`src/rtl/spi_msg_pkg.sv`:
```
package spi_msg_pkg;

    // ==================================================
    // Message and response framing
    // ==================================================

    // Message bits after the start bit
    localparam int MSG_LEN = 64;
    // Type code sits at the top of the message
    localparam int MSG_TYPE_LEN = 8;
    // Argument fills the rest
    localparam int MSG_ARG_LEN = 56;
    localparam int RESP_LEN = 64;

    // Idle cycles before the first response bit
    localparam int TURNAROUND_CYCLES = 8;

    // Type code bit that asks for a response
    localparam int RESP_FLAG_BIT = 7;

    // ==================================================
    // Register block sizes
    // ==================================================

    localparam int LED_WIDTH = 4;
    localparam int HEADER_LEN = 112;
    localparam int HEADER_PART_LEN = 56;

    // ==================================================
    // Type codes
    // ==================================================

    localparam logic [MSG_TYPE_LEN-1:0] MSG_NOP = 8'h00;
    localparam logic [MSG_TYPE_LEN-1:0] MSG_ECHO = 8'h81;
    localparam logic [MSG_TYPE_LEN-1:0] MSG_LED_SET = 8'h02;
    localparam logic [MSG_TYPE_LEN-1:0] MSG_IMG_RESET = 8'h03;
    localparam logic [MSG_TYPE_LEN-1:0] MSG_IMG_SET_HEADER1 = 8'h04;
    localparam logic [MSG_TYPE_LEN-1:0] MSG_IMG_SET_HEADER2 = 8'h05;
    localparam logic [MSG_TYPE_LEN-1:0] MSG_REG_STATUS = 8'h86;

    // ==================================================
    // Argument views
    // ==================================================

    // LED value in the low bits
    typedef struct packed {
        logic [MSG_ARG_LEN-LED_WIDTH-1:0] rsvd;
        logic [LED_WIDTH-1:0]             val;
    } led_arg_t;

    // Sensor reset level in bit 0
    typedef struct packed {
        logic [MSG_ARG_LEN-2:0] rsvd;
        logic                   val;
    } rst_arg_t;

    // One argument word, read per type
    typedef union packed {
        logic [MSG_ARG_LEN-1:0]     echo;
        led_arg_t                   led;
        rst_arg_t                   rst;
        logic [HEADER_PART_LEN-1:0] hdr_part;
    } msg_arg_u;

    typedef struct packed {
        logic [MSG_TYPE_LEN-1:0] msg_type;
        msg_arg_u                arg;
    } msg_t;

    typedef struct packed {
        logic                send;
        logic [RESP_LEN-1:0] data;
    } resp_req_t;

endpackage
```
`src/rtl/spi_msg_top.sv`:
```
module spi_msg_top (
    input  logic                                spi_clk,
    input  logic                                spi_rst_,
    input  logic                                data_in,
    output logic                                data_out,
    output logic                                data_oe,
    output logic [spi_msg_pkg::LED_WIDTH-1:0]   led,
    output logic                                img_rst_,
    output logic [spi_msg_pkg::HEADER_LEN-1:0]  header
);

    spi_msg_pkg::msg_t      msg;
    logic                   msg_valid;
    spi_msg_pkg::resp_req_t resp;
    logic                   busy;

    // ==================================================
    // Link receive side
    // ==================================================

    spi_msg_rx u_rx (
        .spi_clk   (spi_clk),
        .spi_rst_  (spi_rst_),
        .data_in   (data_in),
        .busy      (busy),
        .msg       (msg),
        .msg_valid (msg_valid)
    );

    // Register block steering LEDs, sensor reset and header
    msg_regs u_regs (
        .spi_clk   (spi_clk),
        .spi_rst_  (spi_rst_),
        .msg       (msg),
        .msg_valid (msg_valid),
        .led       (led),
        .img_rst_  (img_rst_),
        .header    (header),
        .resp      (resp)
    );

    // ==================================================
    // Link transmit side
    // ==================================================

    spi_resp_tx u_tx (
        .spi_clk   (spi_clk),
        .spi_rst_  (spi_rst_),
        .resp      (resp),
        .data_out  (data_out),
        .data_oe   (data_oe),
        .busy      (busy)
    );

endmodule

```
`src/rtl/spi_resp_tx.sv`:
```
module spi_resp_tx (
    input  logic                    spi_clk,
    input  logic                    spi_rst_,
    input  spi_msg_pkg::resp_req_t  resp,
    output logic                    data_out,
    output logic                    data_oe,
    output logic                    busy
);

    localparam int CNT_W = $clog2(spi_msg_pkg::RESP_LEN);

    typedef enum logic [1:0] {
        TX_IDLE,
        TX_TURN,
        TX_SEND
    } tx_state_t;

    tx_state_t                          state;
    logic [CNT_W-1:0]                   cnt;
    logic [spi_msg_pkg::RESP_LEN-1:0]   shreg;

    // Strobe counts as busy so the receiver stays off the line at once
    assign busy = (state != TX_IDLE) || resp.send;

    // ==================================================
    // Turnaround and shift-out
    // ==================================================

    always_ff @(posedge spi_clk or negedge spi_rst_) begin
        if (!spi_rst_) begin
            state    <= TX_IDLE;
            cnt      <= '0;
            data_oe  <= 1'b0;
            data_out <= 1'b0;
        end else begin
            case (state)
                TX_IDLE: begin
                    if (resp.send) begin
                        state <= TX_TURN;
                        cnt   <= CNT_W'(spi_msg_pkg::TURNAROUND_CYCLES - 1);
                    end
                end
                TX_TURN: begin
                    cnt <= cnt - 1'b1;
                    if (cnt == '0) begin
                        state    <= TX_SEND;
                        cnt      <= CNT_W'(spi_msg_pkg::RESP_LEN - 1);
                        data_oe  <= 1'b1;
                        data_out <= shreg[spi_msg_pkg::RESP_LEN-1];
                    end
                end
                TX_SEND: begin
                    if (cnt == '0) begin
                        state    <= TX_IDLE;
                        data_oe  <= 1'b0;
                        data_out <= 1'b0;
                    end else begin
                        cnt      <= cnt - 1'b1;
                        data_out <= shreg[spi_msg_pkg::RESP_LEN-1];
                    end
                end
                default: state <= TX_IDLE;
            endcase
        end
    end

    // Loaded on the strobe, then shifted one bit per driven cycle
    always_ff @(posedge spi_clk) begin
        if (state == TX_IDLE && resp.send) begin
            shreg <= resp.data;
        end else if ((state == TX_TURN && cnt == '0) || (state == TX_SEND && cnt != '0)) begin
            shreg <= {shreg[spi_msg_pkg::RESP_LEN-2:0], 1'b0};
        end
    end

    a_oe_busy: assert property (
        @(posedge spi_clk) disable iff (!spi_rst_)
        data_oe |-> busy
    ) else $error("line driven outside a response");

endmodule

```
`src/rtl/msg_regs.sv`:
```
module msg_regs (
    input  logic                                    spi_clk,
    input  logic                                    spi_rst_,
    input  spi_msg_pkg::msg_t                       msg,
    input  logic                                    msg_valid,
    output logic [spi_msg_pkg::LED_WIDTH-1:0]       led,
    output logic                                    img_rst_,
    output logic [spi_msg_pkg::HEADER_LEN-1:0]      header,
    output spi_msg_pkg::resp_req_t                  resp
);

    localparam int HDR_HI = spi_msg_pkg::HEADER_LEN - 1;
    localparam int HDR_MID = spi_msg_pkg::HEADER_PART_LEN;
    localparam int ECHO_PAD = spi_msg_pkg::RESP_LEN - spi_msg_pkg::MSG_ARG_LEN;
    localparam int STATUS_PAD = spi_msg_pkg::RESP_LEN - spi_msg_pkg::LED_WIDTH - 1;

    logic                               type_known;
    logic                               send_d;
    logic [spi_msg_pkg::RESP_LEN-1:0]   resp_data_d;
    logic                               resp_send;
    logic [spi_msg_pkg::RESP_LEN-1:0]   resp_data;

    // ==================================================
    // Decode
    // ==================================================

    always_comb begin
        type_known  = 1'b1;
        resp_data_d = '0;
        case (msg.msg_type)
            spi_msg_pkg::MSG_ECHO: begin
                resp_data_d = {msg.arg.echo, {ECHO_PAD{1'b0}}};
            end
            spi_msg_pkg::MSG_REG_STATUS: begin
                resp_data_d = {led, img_rst_, {STATUS_PAD{1'b0}}};
            end
            spi_msg_pkg::MSG_NOP,
            spi_msg_pkg::MSG_LED_SET,
            spi_msg_pkg::MSG_IMG_RESET,
            spi_msg_pkg::MSG_IMG_SET_HEADER1,
            spi_msg_pkg::MSG_IMG_SET_HEADER2: begin
                resp_data_d = '0;
            end
            // Unknown codes are dropped
            default: type_known = 1'b0;
        endcase
    end

    assign send_d = msg_valid && type_known && msg.msg_type[spi_msg_pkg::RESP_FLAG_BIT];

    // ==================================================
    // Registers
    // ==================================================

    always_ff @(posedge spi_clk or negedge spi_rst_) begin
        if (!spi_rst_) begin
            led       <= '0;
            // Sensor held in reset until told otherwise
            img_rst_  <= 1'b0;
            header    <= '0;
            resp_send <= 1'b0;
        end else begin
            resp_send <= send_d;
            if (msg_valid) begin
                case (msg.msg_type)
                    spi_msg_pkg::MSG_LED_SET: begin
                        led <= msg.arg.led.val;
                    end
                    spi_msg_pkg::MSG_IMG_RESET: begin
                        img_rst_ <= msg.arg.rst.val;
                    end
                    spi_msg_pkg::MSG_IMG_SET_HEADER1: begin
                        header[HDR_HI:HDR_MID] <= msg.arg.hdr_part;
                    end
                    spi_msg_pkg::MSG_IMG_SET_HEADER2: begin
                        header[HDR_MID-1:0] <= msg.arg.hdr_part;
                    end
                    default: begin
                    end
                endcase
            end
        end
    end

    // Response word follows every message
    always_ff @(posedge spi_clk) begin
        if (msg_valid) begin
            resp_data <= resp_data_d;
        end
    end

    assign resp.send = resp_send;
    assign resp.data = resp_data;

    // ==================================================
    // Checks
    // ==================================================

    a_send_after_msg: assert property (
        @(posedge spi_clk) disable iff (!spi_rst_)
        resp.send |-> !$past(resp.send)
    ) else $error("response strobe held for more than one cycle");

endmodule

```
`src/rtl/spi_msg_rx.sv`:
```
module spi_msg_rx (
    input  logic                spi_clk,
    input  logic                spi_rst_,
    input  logic                data_in,
    input  logic                busy,
    output spi_msg_pkg::msg_t   msg,
    output logic                msg_valid
);

    localparam int CNT_W = $clog2(spi_msg_pkg::MSG_LEN);

    typedef enum logic {
        RX_IDLE,
        RX_SHIFT
    } rx_state_t;

    rx_state_t          state;
    logic [CNT_W-1:0]   bit_cnt;
    logic               listening;

    // Line is only watched when no response is pending
    assign listening = (state == RX_SHIFT) || !busy;

    // ==================================================
    // Sequencer
    // ==================================================

    always_ff @(posedge spi_clk or negedge spi_rst_) begin
        if (!spi_rst_) begin
            state     <= RX_IDLE;
            bit_cnt   <= '0;
            msg_valid <= 1'b0;
        end else begin
            msg_valid <= 1'b0;
            case (state)
                RX_IDLE: begin
                    // Start bit is a single high cycle
                    if (!busy && data_in) begin
                        state   <= RX_SHIFT;
                        bit_cnt <= CNT_W'(spi_msg_pkg::MSG_LEN - 1);
                    end
                end
                RX_SHIFT: begin
                    bit_cnt <= bit_cnt - 1'b1;
                    if (bit_cnt == '0) begin
                        state     <= RX_IDLE;
                        msg_valid <= 1'b1;
                    end
                end
                default: state <= RX_IDLE;
            endcase
        end
    end

    // MSB first into the bottom of the word
    always_ff @(posedge spi_clk) begin
        if (state == RX_SHIFT) begin
            msg <= spi_msg_pkg::msg_t'({msg[spi_msg_pkg::MSG_LEN-2:0], data_in});
        end
    end

    // ==================================================
    // Checks
    // ==================================================

    a_line_known: assert property (
        @(posedge spi_clk) disable iff (!spi_rst_)
        listening |-> !$isunknown(data_in)
    ) else $error("data_in unknown while the receiver listens");

endmodule

```
`config.mk`:
```
export PLATFORM = sky130hd
export DESIGN_NAME = spi_msg_top
export DESIGN_NICKNAME = d
export VERILOG_FILES = /design/src/rtl/spi_msg_pkg.sv /design/src/rtl/spi_msg_top.sv /design/src/rtl/spi_resp_tx.sv /design/src/rtl/msg_regs.sv /design/src/rtl/spi_msg_rx.sv
export SDC_FILE = /design/constraint.sdc
export NUM_CORES = 1
export LEC_CHECK = 0
export ABC_CLOCK_PERIOD_IN_PS = 4900
export BUFFER_PORTS_ARGS = -buffer_cell sky130_fd_sc_hd__buf_2
export CAP_MARGIN = 20
export CORE_ASPECT_RATIO = 0.8
export CORE_MARGIN = 3
export CORE_UTILIZATION = 40
export CTS_CLUSTER_DIAMETER = 100
export DETAILED_ROUTE_END_ITERATION = 6
export HOLD_SLACK_MARGIN = 0.1
export PLACE_DENSITY = 0.64
export SYNTH_ARGS = -nofsm -noshare
export SYNTH_HDL_FRONTEND = slang
export SYNTH_HIERARCHICAL = 1
export SYNTH_SLANG_ARGS = --single-unit
```
`constraint.sdc`:
```
create_clock -name spi_clk -period 4.9 [get_ports spi_clk]
set_clock_uncertainty 0.05 [all_clocks]
set_input_delay 0.49 -clock spi_clk [delete_from_list [all_inputs] [get_ports spi_clk]]
set_output_delay 0.49 -clock spi_clk [all_outputs]
set_load 0.05 [all_outputs]
```
Word-level counts from Yosys, hierarchy flattened:

Cells that the tools add are included.

* flip-flop bits (word level): 328
* latch bits: 0
* bits in writable memories: 0
* ROM bits: 0
* input port bits: 3
* logic and storage cells: 84
* memories: 0

* add/sub/neg operators: 2
* $mul: 0
* divide/modulo/power cells: 0
* magnitude comparators: 0
* eq/ne operators: 13
* shift-type cells: 0
* muxes and demuxes: 25
* bitwise operators: 1
* reduce and logical (&&, ||, !) cells: 27

Operators by type and width (number)
* $mux 64: 2
* $pmux 64 s2: 1
* $mux 6: 4
* $pmux 6 s3: 1
* $eq 8x2->1 const B: 2
* $eq 8x3->1 const B: 2
* $eq 8x8->1 const B: 2
* $logic_not 6->1: 2
* $pmux 6 s2: 1
* $sub 6x1->6 const B: 2
* $reduce_and 2->1: 5
* $mux 1: 9
* $reduce_and 3->1: 3
* $logic_not 8->1: 1
* $reduce_or 7->1: 1
* $logic_and 1x1->1: 6
* $mux 2: 3
* $ne 2x1->1 const B: 3
* $pmux 1 s2: 3
* $pmux 2 s3: 1
* $reduce_bool 2->1: 3
* $reduce_bool 6->1: 1
* $ne 2x2->1 const B: 2
* $reduce_bool 3->1: 1
* other kinds (6): 7

Logic depth before layout (Yosys ltp):

Gate-level depths: netlist of run 1.

* depth in word-level cells: 6
* mapped depth: 6

By module:

The synthesis of run 1 kept the hierarchy.

Modules (own cells, without submodules)
* msg_regs: times used 1, cells each 400, area each 6844.1 um^2, seq. area each 4634.4 um^2
* spi_resp_tx: times used 1, cells each 208, area each 3352.0 um^2, seq. area each 2172.1 um^2
* spi_msg_rx: times used 1, cells each 99, area each 2327.2 um^2, seq. area each 2122.0 um^2

Worst setup path before layout of run 1:

Ideal clock, no wire load.

* kind: reg-to-reg
* start: reg u_tx.state[0]
* end: reg u_tx/shreg[0] (netlist name), enable pin
* setup time: 851 ps
* arrival: 2565 ps
* data required time: 3999 ps
* setup slack: 1433 ps
* cell stages (with the launch flop): 6
* cell sequence: dfrtp_1 inv_1 ha_1 nand2_1 buf_2 nand3_1

* word-level cells in the longest chain between the ends: 4

Ends and longest elaborated chain
* from (decl): line spi_resp_tx.sv:18 `tx_state_t state;`
* from (signal assigned): line spi_resp_tx.sv:31 `state <= TX_IDLE;`
* from (signal assigned): line spi_resp_tx.sv:39 `state <= TX_TURN;`
* from (signal assigned): line spi_resp_tx.sv:46 `state <= TX_SEND;`
* $eq 2x1->1 or $eq 2x2->1 (tied branches): line spi_resp_tx.sv:71 `end else if ((state == TX_TURN && cnt == '0) || (state == TX_SEND && cnt != '0)) begin`
* $logic_and 1x1->1: line spi_resp_tx.sv:71
* $logic_or 1x1->1: line spi_resp_tx.sv:71
* $reduce_bool 2->1 (no line) (*)
* to (signal assigned): line spi_resp_tx.sv:70 `shreg <= resp.data;`
* to (signal assigned): line spi_resp_tx.sv:72 `shreg <= {shreg[spi_msg_pkg::RESP_LEN-2:0], 1'b0};`
* to (decl): line spi_resp_tx.sv:20 `logic [spi_msg_pkg::RESP_LEN-1:0] shreg;`

Every way passes the cells marked *; elsewhere a longest branch is shown, timed or not.
A chain may end at the register's enable or synchronous reset.

Worst setup path after layout of run 1:

* start: reg u_tx.state[0]
* end: reg u_tx/shreg[18] (netlist name), enable pin

Same word-level chain as after synthesis.

==> results of run 1 <==
[placed cells by master, fill, tap and decap left out, types with 6 or more instances in the layout]
master and n:
edfxtp_1 184, dfrtp_1 134, buf_2 120, mux2_2 100, and2_1 51, mux2_4 41, mux2_1 40, clkbuf_16 38
nor2_1 17, a21oi_1 11, inv_1 11, conb_1 8, bufinv_16 6, clkinv_2 6, ha_1 6
[final cells by class]
cell class	count	area [um^2]	share of cell area (%)
Multi-Input combinational cell	349	3370	22.8
Clock buffer	47	1020	6.94
Tap cell	413	517	3.50
Inverter	11	41.3	0.279
Clock inverter	15	230	1.56
Sequential cell	320	8930	60.5
Timing Repair Buffer	125	657	4.45
[timing repair]
action                                 in CTS  in global routing
setup endpoints to repair                   0                  0
hold buffers                                1                  0
setup buffers                               0                  0
endpoints found under the hold margin      40                  0
[registers in the layout, indices dropped and copies added, names as in the netlist, 2 cells and up]
signal / flops
u_regs/header: 112
u_tx/state: 2
u_regs/resp_data: 56
u_regs/led: 4
u_rx/bit_cnt: 6
u_tx/cnt: 6
u_tx/shreg: 64
u_rx/msg: 64
[cells by family (layout without fill, tap and decap cells)]
kind of cell	after synthesis	in the layout	synth area share (%)
other cells	1	8	0.0299
compound gates	38	38	2.10
simple gates	113	113	5.99
fa+ha+maj	6	6	0.599
xor+xnor	2	2	0.140
flops	320	320	71.3
mux	182	182	17.6
buf+inv	45	198	2.26
[where the power goes]
| part | total [mW] | internal [mW] | switching (mW) |
|---|---|---|---|
| combinational | 0.473 | 0.199 | 0.274 |
| clock | 2.80 | 1.78 | 1.02 |
| sequential | 3.83 | 3.40 | 0.431 |
[per-stage QoR]
stage | hold slack (ns) | setup slack (ns) | total power, mW | std cells | area, um^2
floorplan | 0.144 | 1.43 | 4.07 | 714 | 12500
global placement | 0.421 | 1.94 | 4.36 | 1217 | 13500
detailed placement | 0.427 | 1.90 | 4.37 | 1217 | 13500
CTS | 0.144 | 1.87 | 7.22 | 1280 | 14800
global route | 0.155 | 1.67 | 7.45 | 1280 | 14800
finish | 0.169 | 1.98 | 7.11 | 1280 | 14800
[per-layer routing]
metal | global-route usage (%) | up-vias | share of wire, %
met3 | 2.85 | 30 | 4.9
met1 | 20.1 | 3147 | 48
met2 | 20.7 | 111 | 46
met5 | 0 | - | 0
li1 | - | 2882 | -
met4 | 3.78 | 0 | 1.5
[how the worst max path moves through the flow]
stage | to | slack (ns) | cells past startpoint
after floorplan | u_tx/shreg[0] | 1.43 | 5
after global placement | u_tx/shreg[25] | 1.94 | 4
after detailed placement | u_tx/shreg[21] | 1.90 | 4
after CTS | u_tx/shreg[18] | 1.87 | 4
after global routing | u_tx/shreg[6] | 1.67 | 4
final | u_tx/shreg[18] | 1.98 | 4
==> metrics, run 1 <==
# rows 57; maxcap violations 0; Buf/Inv on CP 1; Synth area leader edfxtp_1; mean number of vias per cell ~4.8; Worst Hold End u_rx/msg[0]; WL/cell ~18 um; worst stage delay on the critical path just over 0.9 ns; Initial Util 40.9%; share of cells above drive strength 1 39.1%; Critical R2R Capture u_tx/shreg[18]; # IOs between 100 and 150; drt drc 0; CTS tree done; post-layout util between 40% and 50%; Yosys top cell area share between 40% and 50%; fill cell count ~2500; DIE HEIGHT approximately 160 um; minimum clock period 2.92 ns; Cells after Synth between 700 and 800; first-pass GRT wire length around 36000 um; GRT overflow 0; drt pass-1 iters 4; PortBufs 121; R2R depth 4; Clk Latency, worst-skew pair approximately 0.49 ns; Root Buffer Master clkbuf_16; CP Data Required Time roughly 4.8 ns; Clock Path Buffers 3; critical path class reg2reg; mapped cell area around 13000 um^2; Slew @ Worst Pin 1.03 ns; status completed; Fin Setup TNS 0 ns; GRT Overall Usage a little over an eighth; commonest cells in the netlist 184 x edfxtp_1, 136 x dfrtp_1, 100 x mux2_2, 51 x and2_1, 41 x mux2_4; Total Wirelength approximately 23000 um; 1st-iter DRT viols around 330; nets 850; Distinct cells, synth 51; fin. max-slew vios 0; RR Startpoint u_tx/state[0]; die width just over 200 um; CP Launch Type flip-flop; Area Growth Syn to Fin 18.0%; Die ar. 33500 um^2; Hold Crit Class in2reg; post-synthesis sequential area ratio 71.3%; Clock transition at path regs roughly 0.06 ns; core area a little over 30000 um^2; number of global-route vias before repair roughly 6500; largest net degree at the start of global routing 98; Synth Register Bits 320; Slew HR a little under a third; peak supply drop 224 uV; syn avg cell area ~18 um^2; number of flops mapped to enable cells by yosys approximately 180; crit path cell chain inv_1, ha_1, nand2_4, nand3_4; critical path peak fanout 64; placer congestion estimate 0.771; hold_sp data_in; ys async rst share a little over two fifths; Final ANT Viol Nets 0; Data arrival, critical path between 2 and 3 ns; Leak 6.52 nW; Hold Vio Cnt, Final 0; delay-heaviest family, CP simple AND/OR/NAND/NOR gates; top-count cell post-synth edfxtp_1; Power Dens Cells ~480 nW/um^2; CP max-delay cell nand3_4; unrepaired setup endpoints after global routing no; yosys warns 6; ys flop type edfxtp_1; hold path cells 1; H-tree depth 2; clock sink count 320; CP endpoint kind flip-flop; CTS resizes 0; Ant. Diodes 0; HPWL after DPL 13200 um; initial antenna violation count 0; Num CTS Buffers 34; vias roughly 6200; top cells by area, synth edfxtp_1 44%, dfrtp_1 27%, mux2_2 9.0%, mux2_4 4.9%, mux2_1 3.6%; Setup Viol. Count Final 0; Fmax about 0.34 GHz; final worst-path cycle share between 50 and 60%; Crit. Startpoint u_tx/state[0]; R2R Setup Slk 1.98 ns
(Power assumes the default switching activity.)
==> inputs of run 2 (changes only) <==
ABC_AREA = 1   (was default)
ABC_CLOCK_PERIOD_IN_PS = 2350   (was 4900)
PLACE_DENSITY = 0.66   (was 0.64)
clock period = 2.35 ns   (was 4.9 ns; I/O delays follow)
==> run 2 against run 1 <==
Net effect:
- maximum frequency rose by 38%
- cell count grew 19%
- area after synthesis increased by 1.1%
- via count increased by 14%
- design area hardly changed
- register-to-register slack worse by 1.8 ns
- first-iteration DRC count rose by 29%
- highest routed layer unchanged
==> metrics, run 2 <==
initial antenna violation count 0; vias 7047; GRT Overall Usage approximately 14%; commonest cells in the netlist 184 x edfxtp_1, 170 x nand2_1, 136 x dfrtp_1, 86 x inv_1, 77 x nor2_1; ys async rst share a little over two fifths; CP Launch Type flip-flop; Synth area leader edfxtp_1; mean number of vias per cell approximately 4.6; post-layout util 48.0%; largest net degree at the start of global routing 65; WL/cell 15.5 um; top cells by area, synth edfxtp_1 44%, dfrtp_1 27%, mux2_4 5.7%, nand2_1 5.0%, o21ai_2 3.3%; Num CTS Buffers 35; GRT overflow 0; Crit. Startpoint u_tx/cnt[0]; Top Registers u_regs/header (112), u_rx/msg (64), u_tx/shreg (64); Power Dens Cells between 800 and 900 nW/um^2; Cells after Synth between 900 and 1000; ys flop type edfxtp_1; post-layout worst setup margin 0.227 ns; # rows between 50 and 60; placer congestion estimate ~0.83; PortBufs 121; first-pass GRT wire length around 38000 um; maxcap violations 0; Die ar. roughly 34000 um^2; Setup Viol. Count Final 0; drt pass-1 iters 4; CP endpoint kind flip-flop; Area Growth Syn to Fin 16.7%; Clock transition at path regs 0.06 ns; top-count cell post-synth edfxtp_1; Clk Latency, worst-skew pair around 0.5 ns; post-synthesis sequential area ratio slightly above 70%; number of flops mapped to enable cells by yosys 184; most frequent cells in the layout 184 x edfxtp_1, 169 x nand2_1, 134 x dfrtp_1; RR Startpoint u_tx/cnt[0]; status completed; 1st-iter DRT viols 420; # IOs 122; fin cells 1519; fin. max-slew vios 0; HPWL after DPL about 15000 um; H-tree depth 2; CP Data Required Time about 2.5 ns; Largest register FFs 112; final worst-path cycle share approximately nine tenths; DIE HEIGHT around 170 um; Slew @ Worst Pin 0.745 ns; Post-DP Area roughly 14000 um^2; Synth Register Bits 320; Initial Util 41.1%; Hold Vio Cnt, Final 0; Fmax between 0.4 and 0.5 GHz; share of cells above drive strength 1 28.8%; Post-Place Worst Slack 0.240 ns; Data arrival, critical path roughly 2.2 ns; yosys warns 6; minimum clock period 2.12 ns; peak supply drop ~400 uV; CTS tree done; fill cell count 2749; nets about 1100; Slew HR roughly 50%; Root Buffer Master clkbuf_16; DP Cell Count approximately 1500; Biggest register u_regs/header; Finished Cell Area 14800 um^2; mapped cell area 12700 um^2; Leak roughly 7 nW; Total Wirelength 23600 um; number of global-route vias before repair ~7000; Ant. Diodes 0; Design Power between 10 and 15 mW; unrepaired setup endpoints after global routing no; Fin Setup TNS 0 ns; register area a little under 9000 um^2; core area approximately 30000 um^2; Final ANT Viol Nets 0; Yosys top cell area share 43.6%; critical path peak fanout 64; Hold Crit Class in2async; Clock Path Buffers 3; syn avg cell area approximately 13 um^2; WHS ~0.23 ns; Distinct cells, synth 33; die width 205 um; clock sink count 320; most common cell after layout, fill and taps aside edfxtp_1; drt drc 0; multi-input logic area between 3000 and 4000 um^2; critical path class reg2reg
==> run 2: changes by cell type after synthesis, sizes merged, moves of 5 or more <==
cell   before  now
nand2       6  174
o21ai       4  131
mux2      181   63
inv        11   88
nor2       17   82
and2       51    0
nand3       4   17
buf        28   39
a21oi      12    6
nor3b       6    0
nor3        7    2
==> run 2: area by class of cell <==
| type | instances | share of cell area, % |
|---|---|---|
| multi-input cells | 499 | 20.8 |
| repair buffers | 137 | 5.58 |
| clock buffers | 47 | 6.51 |
| inverters | 88 | 2.24 |
| well taps | 413 | 3.50 |
| flip-flops and latches | 320 | 60.5 |
| clock inverters | 15 | 0.940 |
==> run 2: power by group <==
part | leakage [nW] | switching [mW] | internal, mW | total [mW]
Combinational | 2.62 | 0.760 | 0.177 | 0.937
Sequential | 3.68 | 0.325 | 6.62 | 6.95
Clock | 0.539 | 2.18 | 3.11 | 5.29
Total | 6.84 | 3.26 | 9.92 | 13.2
==> run 2: critical path, stage by stage, from the launching register on <==
cell and delay (ns):
dfrtp_1 0.36, inv_1 0.16, ha_1 0.25, nand2_1 0.09, nor2_2 0.18, nand3_2 0.21, nand3_4 0.14, buf_12 0.29
==> run 2: cells by family (layout without fill, tap and decap cells) <==
group	after synthesis	in the layout	synth area share [%]
DFF	320	320	70.5
and+or+nand+nor	280	280	9.02
AOI/OAI and AO/OA	140	140	6.98
buffers and inverters	134	287	5.72
muxes	63	63	7.02
adders and majority gates	6	6	0.593
xor gates and xnor gates	2	2	0.138
other	1	8	0.0296
==> run 2: per-layer routing <==
layer,up-vias,GRT usage (%),part of all wire [%]
li1,3443,-,-
met1,3429,21.0,50
met2,137,21.4,44
met3,38,2.65,4.2
met4,0,4.13,2.3
met5,-,0,0
==> run 2: path summary, 6_finish.rpt <==
| kind | to | slack [ns] | cells past startpoint |
|---|---|---|---|
| setup / recovery | u_tx/shreg[46] | 0.23 | 7 |
| max in group asynchronous | u_regs/header[30] | 1.37 | 3 |
| hold / removal | u_regs/header[108] | 0.23 | 2 |
| min in group spi_clk | u_rx/msg[29] | 0.39 | 0 |
| hold reg to reg | u_rx/msg[29] | 0.39 | 0 |
| setup reg to reg | u_tx/shreg[46] | 0.23 | 7 |
==> run 2: repair_timing <==
item                                   in CTS  in global routing
resized for setup                           0                  0
buffers inserted                            0                  0
hold buffers                                2                  0
endpoints found under the hold margin      60                  0
==> inputs of run 3 (changes only) <==
BUFFER_PORTS_ARGS = -buffer_cell sky130_fd_sc_hd__buf_4   (was -buffer_cell sky130_fd_sc_hd__buf_2)
==> run 3 against run 2 <==
Net effect:
- sequential cell count is the same
- routed wire length grew 1.9%
- cell count is essentially flat
- critical path type unchanged
- highest routed layer unchanged
==> metrics, run 3 (synthesized netlist as in run 2, its figures left out) <==
status completed; Leak ~6.8 nW; minimum clock period roughly 2.1 ns; Largest register FFs ~110; CTS tree done; Slew HR between 50% and 60%; fin. max-slew vios 0; post-CTS setup buffer count 0; R2R Setup Slk between 0.2 and 0.25 ns; final worst-path cycle share around nine tenths; RR Startpoint u_tx/cnt[0]; vias ~7100; Total Wirelength around 24000 um; largest net degree at the start of global routing 65; drt pass-1 iters 5; Root Buffer Master clkbuf_16; maxcap violations 0; CP Launch Type flip-flop; peak supply drop roughly 480 uV; initial antenna violation count 0; crit path cell chain inv_1, ha_1, nand2_1, nor2_2, nand3_2, nand3_4, buf_12; first-pass GRT wire length roughly 39000 um; Top Registers u_regs/header (112), u_rx/msg (64), u_tx/shreg (64); Ant. Diodes 0; critical path peak fanout between 60 and 70; most common cell after layout, fill and taps aside edfxtp_1; DIE HEIGHT around 170 um; Biggest register u_regs/header; worst stage delay on the critical path 0.35 ns; Slew @ Worst Pin about 0.75 ns; critical path class reg2reg; WL/cell approximately 16 um; mean number of vias per cell around 4.7; number of global-route vias before repair a little over 7000; Area Growth Syn to Fin 19.2%; Num CTS Buffers 34; clock sink count 320; Clock Path Buffers 3; Hold Vio Cnt, Final 0; Power Dens Cells 875 nW/um^2; Clock transition at path regs roughly 0.060 ns; Final ANT Viol Nets 0; CP Data Required Time ~2.5 ns; Die ar. 33800 um^2; Fmax 0.473 GHz; fill cell count 2699; # rows 57; HPWL after DPL about 15000 um; GRT Overall Usage about 14%; Initial Util 41.1%; # IOs ~120; fin cells about 1500; die width roughly 200 um; share of cells above drive strength 1 28.8%; CTS resizes 0; Setup Viol. Count Final 0; PortBufs between 100 and 150; delay-heaviest family, CP simple AND/OR/NAND/NOR gates; most frequent cells in the layout 184 x edfxtp_1, 169 x nand2_1, 134 x dfrtp_1; nets about 1100; H-tree depth 2; Buf/Inv on CP 2; Hold Crit Class in2async; Data arrival, critical path roughly 2.2 ns; CP max-delay cell dfrtp_1; Fin Setup TNS 0 ns; Clk Latency, worst-skew pair approximately 0.50 ns; R2R depth 7; 1st-iter DRT viols approximately 440; GRT overflow 0; Critical R2R Capture u_tx/shreg[31]; CP endpoint kind flip-flop; DP Cell Count roughly 1500; placer congestion estimate between 0.8 and 0.9; drt drc 0; unrepaired setup endpoints after global routing no; core area between 30000 and 40000 um^2
run 3: cell types whose count changed in the layout (fill, tap and decap cells not counted), sizes merged:
cell	previous run	this run
clkinv	8	7
inv	91	90
clkbuf	47	48
run 3: routing by layer:
metal	global-route usage [%]	vias to the layer above	part of all wire [%]
li1	-	3441	-
met1	21.4	3489	49
met2	21.8	156	45
met3	2.74	37	4.7
met4	3.88	0	1.8
met5	0	-	0
run 3: timing repair:
action,CTS,global route
setup endpoints to repair,0,0
hold endpoints to repair,61,0
hold buffers,2,0
run 3: per-stage QoR:
step / area, um^2 / setup slack [ns] / power (mW) / hold slack (ns) / util, %
floorplan: 12700 / 0.244 / 7.54 / -0.111 / -
global placement: 14000 / 0.317 / 8.00 / 0.224 / 45.3
detailed placement: 14000 / 0.255 / 8.03 / 0.221 / 45.3
CTS: 15100 / 0.245 / 13.4 / 0.257 / 49.0
global route: 15100 / 0.102 / 13.8 / 0.304 / 49.0
finish: 15100 / 0.236 / 13.2 / 0.245 / 49.0
run 3: worst max-delay path by stage:
stage                     start             end  slack (ns)  cells after the start
floorplan           u_tx/cnt[0]   u_tx/shreg[0]        0.24                      7
global placement    u_tx/cnt[0]  u_tx/shreg[41]        0.32                      7
detailed placement  u_tx/cnt[0]  u_tx/shreg[46]        0.25                      7
CTS                 u_tx/cnt[0]  u_tx/shreg[27]        0.24                      7
global route        u_tx/cnt[0]  u_tx/shreg[52]        0.10                      7
finish              u_tx/cnt[0]  u_tx/shreg[31]        0.24                      7
run 3: final cells by class:
type / instances / area, um^2 / area share [%]
flip-flops and latches: 320 / 8930 / 59.2
clock buffers: 48 / 997 / 6.60
clock inverters: 13 / 125 / 0.829
inverters: 88 / 330 / 2.19
multi-input cells: 499 / 3070 / 20.3
well taps: 413 / 517 / 3.42
repair buffers: 137 / 1120 / 7.45
run 3: worst register-to-register path, cell delays in order (launching register included):
cell and delay, ns:
dfrtp_1 0.35, inv_1 0.15, ha_1 0.24, nand2_1 0.08, nor2_2 0.17, nand3_2 0.22
nand3_4 0.15, buf_12 0.32
run 3: power breakdown:
group / internal, mW / total (mW) / leakage, nW / switching, mW
combinational: 0.178 / 0.946 / 2.60 / 0.769
clock: 3.20 / 5.31 / 0.547 / 2.11
sequential: 6.62 / 6.95 / 3.68 / 0.331
